### config.mk
export PLATFORM = sky130hd
export DESIGN_NAME = sort_shim
export DESIGN_NICKNAME = d
export VERILOG_FILES = /design/src/logic/sort_pkg.sv /design/src/logic/req_fifo.sv /design/src/logic/rsp_merge.sv /design/src/logic/rsp_scoreboard.sv /design/src/logic/sort_shim.sv
export SDC_FILE = /design/constraint.sdc
export NUM_CORES = 2
export LEC_CHECK = 0
export BUFFER_PORTS_ARGS = -buffer_cell sky130_fd_sc_hd__clkbuf_2
export CAP_MARGIN = 10
export CORE_MARGIN = 2
export CORE_UTILIZATION = 58
export DETAILED_ROUTE_END_ITERATION = 6
export GPL_ROUTABILITY_DRIVEN = 0
export PLACE_DENSITY_LB_ADDON = 0.08
export SETUP_SLACK_MARGIN = 0.1
export SLEW_MARGIN = 10
export SYNTH_ARGS = -nofsm -noshare
export SYNTH_HDL_FRONTEND = slang
export SYNTH_SLANG_ARGS = --single-unit
export TNS_END_PERCENT = 1
### constraint.sdc
create_clock -name clk -period 21.2 [get_ports clk]
set_input_delay 2.12 -clock clk [delete_from_list [all_inputs] [get_ports clk]]
set_output_delay 2.12 -clock clk [all_outputs]
set_load 0.01 [all_outputs]
### src/logic/sort_pkg.sv
package sort_pkg;

    // ========================================================================
    // Widths, depths and thresholds
    // ========================================================================

    localparam int ADDR_W     = 32;
    localparam int DATA_W     = 64;
    localparam int MDATA_W    = 8;

    // Scoreboard size and the matching tag width sent to memory
    localparam int SB_ENTRIES = 16;
    localparam int SB_IDX_W   = 4;

    // Request FIFO geometry
    localparam int REQ_DEPTH  = 8;
    localparam int REQ_PTR_W  = $clog2(REQ_DEPTH);
    localparam int REQ_CNT_W  = REQ_PTR_W + 1;

    // Two slots of slack remain above this level for requests in flight
    localparam int REQ_ALM_FULL = 6;

    // ========================================================================
    // Payload and response types
    // ========================================================================

    typedef struct packed {
        logic [ADDR_W-1:0]  addr;
        logic [MDATA_W-1:0] mdata;
    } rd_req_t;

    typedef struct packed {
        logic [ADDR_W-1:0]  addr;
        logic [DATA_W-1:0]  data;
        logic [MDATA_W-1:0] mdata;
    } wr_req_t;

    typedef enum logic {
        RSP_READ  = 1'b0,
        RSP_WRITE = 1'b1
    } rsp_kind_t;

endpackage

### src/logic/req_fifo.sv
`timescale 1ns/1ps

module req_fifo
    import sort_pkg::*;
#(
    parameter type payload_t = rd_req_t
) (
    input  logic     clk,
    input  logic     rst_n,

    input  logic     enq_en,
    input  payload_t enq_data,
    output logic     alm_full,

    input  logic     deq_en,
    output logic     not_empty,
    output payload_t first
);

    // The storage array is written at the tail and read at the head
    payload_t mem [REQ_DEPTH];

    logic [REQ_PTR_W-1:0] wr_ptr;
    logic [REQ_PTR_W-1:0] rd_ptr;

    // Occupancy needs one extra bit so that a full FIFO is distinct from empty
    logic [REQ_CNT_W-1:0] count;

    // Payload write into the tail slot
    always_ff @(posedge clk) begin
        if (enq_en) begin
            mem[wr_ptr] <= enq_data;
        end
    end

    // Pointers wrap on their own since the depth is a power of two
    always_ff @(posedge clk) begin
        if (!rst_n) begin
            wr_ptr <= '0;
            rd_ptr <= '0;
            count  <= '0;
        end else begin
            if (enq_en) begin
                wr_ptr <= wr_ptr + 1'b1;
            end
            if (deq_en) begin
                rd_ptr <= rd_ptr + 1'b1;
            end
            case ({enq_en, deq_en})
                2'b10:   count <= count + 1'b1;
                2'b01:   count <= count - 1'b1;
                default: count <= count;
            endcase
        end
    end

    // The head is visible the cycle after it was written
    assign not_empty = (count != '0);
    assign first     = mem[rd_ptr];

    // Upstream sees the level early, so requests already on the way still fit
    assign alm_full  = (count >= REQ_CNT_W'(REQ_ALM_FULL));

    // A simultaneous dequeue frees the slot that a full FIFO overwrites
    a_no_overflow: assert property (@(posedge clk) disable iff (!rst_n)
        enq_en && (count == REQ_CNT_W'(REQ_DEPTH)) |-> deq_en);

    a_no_underflow: assert property (@(posedge clk) disable iff (!rst_n)
        deq_en |-> not_empty);

endmodule

### src/logic/rsp_merge.sv
`timescale 1ns/1ps

module rsp_merge
    import sort_pkg::*;
(
    input  logic               clk,
    input  logic               rst_n,

    // Unbuffered write completions from memory
    input  logic               wr_rsp_valid,
    input  logic [MDATA_W-1:0] wr_rsp_mdata,

    // Sorted read completions from the scoreboard head
    input  logic               sb_not_empty,
    input  logic [DATA_W-1:0]  sb_data,
    input  logic [MDATA_W-1:0] sb_meta,
    output logic               sb_deq,

    // Single response port toward the accelerator
    output logic               rsp_valid,
    output rsp_kind_t          rsp_kind,
    output logic [MDATA_W-1:0] rsp_mdata,
    output logic [DATA_W-1:0]  rsp_data
);

    // Write responses have nowhere to wait, so a ready read holds in the
    // scoreboard for a cycle instead
    assign sb_deq = sb_not_empty && !wr_rsp_valid;

    always_ff @(posedge clk) begin
        if (!rst_n) begin
            rsp_valid <= 1'b0;
        end else begin
            rsp_valid <= wr_rsp_valid || sb_deq;
        end
    end

    // Response fields. Data is only refreshed for reads and holds otherwise
    always_ff @(posedge clk) begin
        if (wr_rsp_valid) begin
            rsp_kind  <= RSP_WRITE;
            rsp_mdata <= wr_rsp_mdata;
        end else if (sb_deq) begin
            rsp_kind  <= RSP_READ;
            rsp_mdata <= sb_meta;
            rsp_data  <= sb_data;
        end
    end

    // The accelerator decodes kind and mdata on every valid beat
    a_kind_known: assert property (@(posedge clk) disable iff (!rst_n)
        rsp_valid |-> !$isunknown({rsp_kind, rsp_mdata}));

endmodule

### src/logic/rsp_scoreboard.sv
`timescale 1ns/1ps

module rsp_scoreboard
    import sort_pkg::*;
(
    input  logic                clk,
    input  logic                rst_n,

    // One entry is allocated per issued read
    input  logic                enq_en,
    input  logic [MDATA_W-1:0]  enq_meta,
    output logic                not_full,
    output logic [SB_IDX_W-1:0] enq_idx,

    // Fills are indexed by the tag coming back from memory
    input  logic                fill_en,
    input  logic [SB_IDX_W-1:0] fill_idx,
    input  logic [DATA_W-1:0]   fill_data,

    // Release always takes the oldest entry
    input  logic                deq_en,
    output logic                not_empty,
    output logic [DATA_W-1:0]   first_data,
    output logic [MDATA_W-1:0]  first_meta
);

    // ========================================================================
    // Entry state
    // ========================================================================

    // Per-entry flags. An entry is allocated from issue until release,
    // and filled from its memory response until release
    logic [SB_ENTRIES-1:0] allocated;
    logic [SB_ENTRIES-1:0] filled;

    // Both pointers walk the ring in the same direction
    logic [SB_IDX_W-1:0]   alloc_ptr;
    logic [SB_IDX_W-1:0]   rel_ptr;

    // Metadata saved at allocation and data returned by memory
    logic [MDATA_W-1:0]    meta_mem [SB_ENTRIES];
    logic [DATA_W-1:0]     data_mem [SB_ENTRIES];

    // ========================================================================
    // Payload arrays
    // ========================================================================

    // Metadata is captured at allocation so the original mdata can be
    // put back on the response
    always_ff @(posedge clk) begin
        if (enq_en) begin
            meta_mem[alloc_ptr] <= enq_meta;
        end
    end

    // Data may land in any allocated slot, in any order
    always_ff @(posedge clk) begin
        if (fill_en) begin
            data_mem[fill_idx] <= fill_data;
        end
    end

    // ========================================================================
    // Control flags and pointers
    // ========================================================================

    always_ff @(posedge clk) begin
        if (!rst_n) begin
            allocated <= '0;
            filled    <= '0;
            alloc_ptr <= '0;
            rel_ptr   <= '0;
        end else begin
            // New entries always come from the tail of the ring
            if (enq_en) begin
                allocated[alloc_ptr] <= 1'b1;
                alloc_ptr            <= alloc_ptr + 1'b1;
            end

            // Memory may complete entries out of order
            if (fill_en) begin
                filled[fill_idx] <= 1'b1;
            end

            // Release frees the head. It never collides with the writes
            // above, since a filled entry is neither free nor fillable
            if (deq_en) begin
                allocated[rel_ptr] <= 1'b0;
                filled[rel_ptr]    <= 1'b0;
                rel_ptr            <= rel_ptr + 1'b1;
            end
        end
    end

    // Full once the tail wraps onto a slot that is still live
    assign not_full   = !allocated[alloc_ptr];
    assign enq_idx    = alloc_ptr;

    // Only the oldest entry may leave, which restores request order
    assign not_empty  = filled[rel_ptr];
    assign first_data = data_mem[rel_ptr];
    assign first_meta = meta_mem[rel_ptr];

    // A response tag must name a read that is actually outstanding
    a_fill_allocated: assert property (@(posedge clk) disable iff (!rst_n)
        fill_en |-> allocated[fill_idx]);

    // Memory returns each read exactly once
    a_no_double_fill: assert property (@(posedge clk) disable iff (!rst_n)
        fill_en |-> !filled[fill_idx]);

    a_no_enq_full: assert property (@(posedge clk) disable iff (!rst_n)
        enq_en |-> not_full);

endmodule

### src/logic/sort_shim.sv
`timescale 1ns/1ps

module sort_shim
    import sort_pkg::*;
(
    input  logic                clk,
    input  logic                rst_n,

    // Accelerator requests and their flow-control levels
    input  logic                rd_req_valid,
    input  logic [ADDR_W-1:0]   rd_req_addr,
    input  logic [MDATA_W-1:0]  rd_req_mdata,
    input  logic                wr_req_valid,
    input  logic [ADDR_W-1:0]   wr_req_addr,
    input  logic [DATA_W-1:0]   wr_req_data,
    input  logic [MDATA_W-1:0]  wr_req_mdata,
    output logic                rd_alm_full,
    output logic                wr_alm_full,

    // Requests toward memory
    output logic                mem_rd_valid,
    output logic [ADDR_W-1:0]   mem_rd_addr,
    output logic [SB_IDX_W-1:0] mem_rd_tag,
    output logic                mem_wr_valid,
    output logic [ADDR_W-1:0]   mem_wr_addr,
    output logic [DATA_W-1:0]   mem_wr_data,
    output logic [MDATA_W-1:0]  mem_wr_mdata,
    input  logic                mem_rd_alm_full,
    input  logic                mem_wr_alm_full,

    // Responses from memory with reads possibly out of order
    input  logic                mem_rd_rsp_valid,
    input  logic [SB_IDX_W-1:0] mem_rd_rsp_tag,
    input  logic [DATA_W-1:0]   mem_rd_rsp_data,
    input  logic                mem_wr_rsp_valid,
    input  logic [MDATA_W-1:0]  mem_wr_rsp_mdata,

    // Ordered responses toward the accelerator
    output logic                rsp_valid,
    output rsp_kind_t           rsp_kind,
    output logic [MDATA_W-1:0]  rsp_mdata,
    output logic [DATA_W-1:0]   rsp_data
);

    // ========================================================================
    // Request FIFOs
    // ========================================================================

    rd_req_t rd_in;
    rd_req_t rd_head;
    wr_req_t wr_in;
    wr_req_t wr_head;
    logic    rd_rdy;
    logic    wr_rdy;
    logic    issue;

    assign rd_in = '{addr: rd_req_addr, mdata: rd_req_mdata};
    assign wr_in = '{addr: wr_req_addr, data: wr_req_data, mdata: wr_req_mdata};

    req_fifo #(.payload_t(rd_req_t)) rd_fifo (
        .clk       (clk),
        .rst_n     (rst_n),
        .enq_en    (rd_req_valid),
        .enq_data  (rd_in),
        .alm_full  (rd_alm_full),
        .deq_en    (issue && rd_rdy),
        .not_empty (rd_rdy),
        .first     (rd_head)
    );

    req_fifo #(.payload_t(wr_req_t)) wr_fifo (
        .clk       (clk),
        .rst_n     (rst_n),
        .enq_en    (wr_req_valid),
        .enq_data  (wr_in),
        .alm_full  (wr_alm_full),
        .deq_en    (issue && wr_rdy),
        .not_empty (wr_rdy),
        .first     (wr_head)
    );

    // ========================================================================
    // Lockstep issue
    // ========================================================================

    logic                sb_not_full;
    logic [SB_IDX_W-1:0] sb_enq_idx;
    logic                rd_blocked;
    logic                wr_blocked;

    // A read also needs a free scoreboard slot to carry its tag
    assign rd_blocked = rd_rdy && (mem_rd_alm_full || !sb_not_full);
    assign wr_blocked = wr_rdy && mem_wr_alm_full;

    // Either channel stalling holds both, keeping reads and writes ordered
    // relative to each other
    assign issue = (rd_rdy || wr_rdy) && !(rd_blocked || wr_blocked);

    // Memory sees the slot index as the tag while the mdata stays behind
    assign mem_rd_valid = issue && rd_rdy;
    assign mem_rd_addr  = rd_head.addr;
    assign mem_rd_tag   = sb_enq_idx;

    // Writes pass through untouched
    assign mem_wr_valid = issue && wr_rdy;
    assign mem_wr_addr  = wr_head.addr;
    assign mem_wr_data  = wr_head.data;
    assign mem_wr_mdata = wr_head.mdata;

    // ========================================================================
    // Reorder buffer and response port
    // ========================================================================

    logic               sb_not_empty;
    logic               sb_deq;
    logic [DATA_W-1:0]  sb_data;
    logic [MDATA_W-1:0] sb_meta;

    rsp_scoreboard scoreboard (
        .clk        (clk),
        .rst_n      (rst_n),
        .enq_en     (mem_rd_valid),
        .enq_meta   (rd_head.mdata),
        .not_full   (sb_not_full),
        .enq_idx    (sb_enq_idx),
        .fill_en    (mem_rd_rsp_valid),
        .fill_idx   (mem_rd_rsp_tag),
        .fill_data  (mem_rd_rsp_data),
        .deq_en     (sb_deq),
        .not_empty  (sb_not_empty),
        .first_data (sb_data),
        .first_meta (sb_meta)
    );

    rsp_merge merge (
        .clk          (clk),
        .rst_n        (rst_n),
        .wr_rsp_valid (mem_wr_rsp_valid),
        .wr_rsp_mdata (mem_wr_rsp_mdata),
        .sb_not_empty (sb_not_empty),
        .sb_data      (sb_data),
        .sb_meta      (sb_meta),
        .sb_deq       (sb_deq),
        .rsp_valid    (rsp_valid),
        .rsp_kind     (rsp_kind),
        .rsp_mdata    (rsp_mdata),
        .rsp_data     (rsp_data)
    );

    // Memory back-pressure must hold reads at the FIFO head
    a_rd_respects_mem: assert property (@(posedge clk) disable iff (!rst_n)
        mem_rd_alm_full && rd_rdy |=> rd_rdy && (rd_head == $past(rd_head)));

endmodule

==> impl_metrics.ini <==
[logic_synthesis]
synth_top_cell_by_area = edfxtp_1
yosys.area.top_type_share = 0.774
ys_top_cells_by_area = edfxtp_1, mux4_2, mux2_2
seq_area_frac_synth = 0.790
ys_ff_latch = 2448
synthCells = 3731
synth_warnings = 0
synth_nets = 3977
synth_common_cells = edfxtp_1, mux4_2, mux2_2, clkbuf_1, dfxtp_1
synth_edf_count = 2376
netlist_area_mm2 = 0.0922
synthFlopType = edfxtp_1
syn_avg_cell_area_um2 = 24.7
synthDistinctLibCells = 46
synth.most_common_cell = edfxtp_1
async_reset_ff_frac = 0

[clock_network]
cts_sinks = 2448
worstSkewPairLatency_ns = 0.83
cts-root-buf = clkbuf_16
clkSlewWorstSetupHoldPaths_ns = 0.06
cts_tree = built
htreeDepth = 4
post_cts_buffers = 0
cts_hold_buf = 0
ctsResizeCount = 0
cts_made_buffers = 236
clockBufferDepth = 3

[sta]
fmax_mhz = 151
skew_ns = 0.0292
max_slew_margin = 0.240
final_max_slew_viol_count = 0
rsz0062_at_grt = no
worstMarginPinSlew_ns = 1.14
finalCritPeriodShare = 0.313
hold_viol = 0
layout_min_cycle_time_ns = 6.63
setup_violations = 0
fin_setup_tns_ns = 0

[critical_path]
r2r-end = merge.rsp_data[38]
crit_arrival_ns = 4.51
worst-setup-path-type = flip-flop to output pin
r2r_slack_ns = 17.38
startpoint_type = flip-flop
worstPathMaxFanout = 45
r2r_start = scoreboard.rel_ptr[0]
worstPathRequired_ns = 19.08
rr_worst_depth = 4
end_kind = output pin

[detailed_routing]
via_per_inst = 6.18
drt_iter0_markers = 3953
wl_um = 190000
detail-route-antenna-nets = 0
drtPass1Iterations = 5
drc = 0
vias = 40500
wl_per_cell_um = 29.0

[floorplanning]
die_w_um = 403
die_height_um = 403
initial_core_util = 0.583
ioPinCount = 446
core_mm2 = 0.158
rows = 146
dieArea_mm2 = 0.162

[global_route]
grt_first_pass_wirelength_um = 279000
grt_max_degree = 108
antenna_found_initial = 37
overflow = 0
grt_pass1_vias = 41500
grtUsageTotal = 0.237

[power]
cellLeakagePower_nw = 32.4
irDropWorstVdd_v = 0.000100
power_density_mw_per_mm2 = 102

[finish]
layout-drive-gt1-share = 0.386
nets = 4521
fillers = 10100
fin_util = 0.659
syn2layout_area_growth_pct = 13.0

[worst_hold_path]
whs_endpoint = merge.rsp_kind
hold_path_depth = 1
hold_path.class = flip-flop to flip-flop
hp-start = merge.rsp_kind

[run_status]
status = finished clean

[placed_design]
numPortBuffers = 445
hpwl_um = 100000

[flow_run]
maxCapViolations = 0
per-layer routing:
| layer | wire length (um) | global-route usage | vias up |
|---|---|---|---|
| li1 | - | - | 17100 |
| met4 | 3990 | 0.0646 | 34 |
| met3 | 12300 | 0.0464 | 305 |
| met5 | 205 | 0 | - |
| met1 | 78500 | 0.335 | 21800 |
| met2 | 95200 | 0.384 | 1208 |
kinds of logic after synthesis:
group	Yosys count	share of synthesized area
fa+ha+maj	18	0.00244
buf+inv	229	0.0113
xor+xnor	14	0.00133
mux	823	0.181
simple gates	136	0.00846
compound gates	63	0.00607
flops	2448	0.790
through the flow:
stage          power [W]  setup slack [ns]  cells  hold WS, ns  cell area [um^2]
2_1_floorplan    0.00647             11.24   3731        0.449             92200
3_3_place_gp     0.00681             15.26   6109        0.448             96900
3_5_place_dp     0.00682             15.23   6109        0.448             96900
4_1_cts           0.0107             14.30   6546        0.462            104000
5_1_grt           0.0110             14.08   6555        0.471            104000
6_report          0.0106             14.57   6563        0.456            104000
sequential cells by signal (all words and copies together) (netlist names), named ones only:
signal	flops
scoreboard.data_mem	1024
wr_fifo.mem	832
rd_fifo.mem	320
scoreboard.meta_mem	128
merge.rsp_data	64
scoreboard.allocated	16
scoreboard.filled	16
merge.rsp_mdata	8
rd_fifo.count	4
scoreboard.enq_idx	4
scoreboard.rel_ptr	4
wr_fifo.count	4
rd_fifo.rd_ptr	3
rd_fifo.wr_ptr	3
wr_fifo.rd_ptr	3
wr_fifo.wr_ptr	3
merge.rsp_kind	1
merge.rsp_valid	1
layout by cell type, fill, tap and decap left out, types with 3 or more instances in the layout:
master,n
a21oi_1,12
o221a_1,9
o21ai_0,7
diode_2,17
mux2i_1,15
o221a_2,23
nor2_1,24
nand3_1,4
nor2_4,24
clkinv_1,59
clkbuf_1,67
clkinvlp_4,3
inv_1,14
nand3b_1,5
nor3_2,21
dfxtp_2,3
clkbuf_8,6
clkinv_2,44
mux2_2,152
bufinv_16,7
clkbuf_2,445
inv_6,3
nor4_4,4
clkbuf_16,241
dfxtp_4,9
buf_4,72
xnor2_1,4
clkinv_8,3
ha_1,18
dfxtp_1,60
nand2_1,15
clkinv_16,3
a21o_1,3
nor4_1,3
or3_1,6
xor2_1,10
mux4_2,656
edfxtp_1,2376
nand2b_1,20
worst max-delay path: stages, from the launching register on:
cell and delay (ns):
dfxtp_4 0.94, buf_4 0.81, buf_4 0.77, mux4_2 0.60
mux2_2 0.27, clkbuf_2 0.16
layout make-up:
type | instances | area [um^2] | area share
clock buffers | 314 | 6360 | 0.0611
clock inverters | 123 | 853 | 0.00819
repair buffers | 519 | 2810 | 0.0270
flip-flops and latches | 2448 | 72800 | 0.699
well taps | 2072 | 2590 | 0.0249
diodes | 17 | 42.5 | 0.000408
inverters | 16 | 62.6 | 0.000601
multi-input cells | 1054 | 18600 | 0.179
power by group:
part           switching [W]  leakage, nW  internal (W)
registers          0.0000897         22.1       0.00545
logic               0.000571         6.80      0.000582
clock network        0.00172         3.53       0.00218
total                0.00238         32.4       0.00822
how the worst max path moves through the flow:
stage	start	end	slack, ns	depth (start not counted)
after floorplan	wr_req_valid	wr_fifo.mem[0][0]	11.24	2
after global placement	flip-flop	mem_wr_data[32]	15.26	5
after detailed placement	flip-flop	mem_wr_data[46]	15.23	5
after CTS	flip-flop	mem_wr_data[46]	14.30	5
after global routing	flip-flop	mem_wr_addr[4]	14.08	5
final	flip-flop	mem_wr_data[46]	14.57	5
Note: power is estimated with default switching activity, not from simulation.
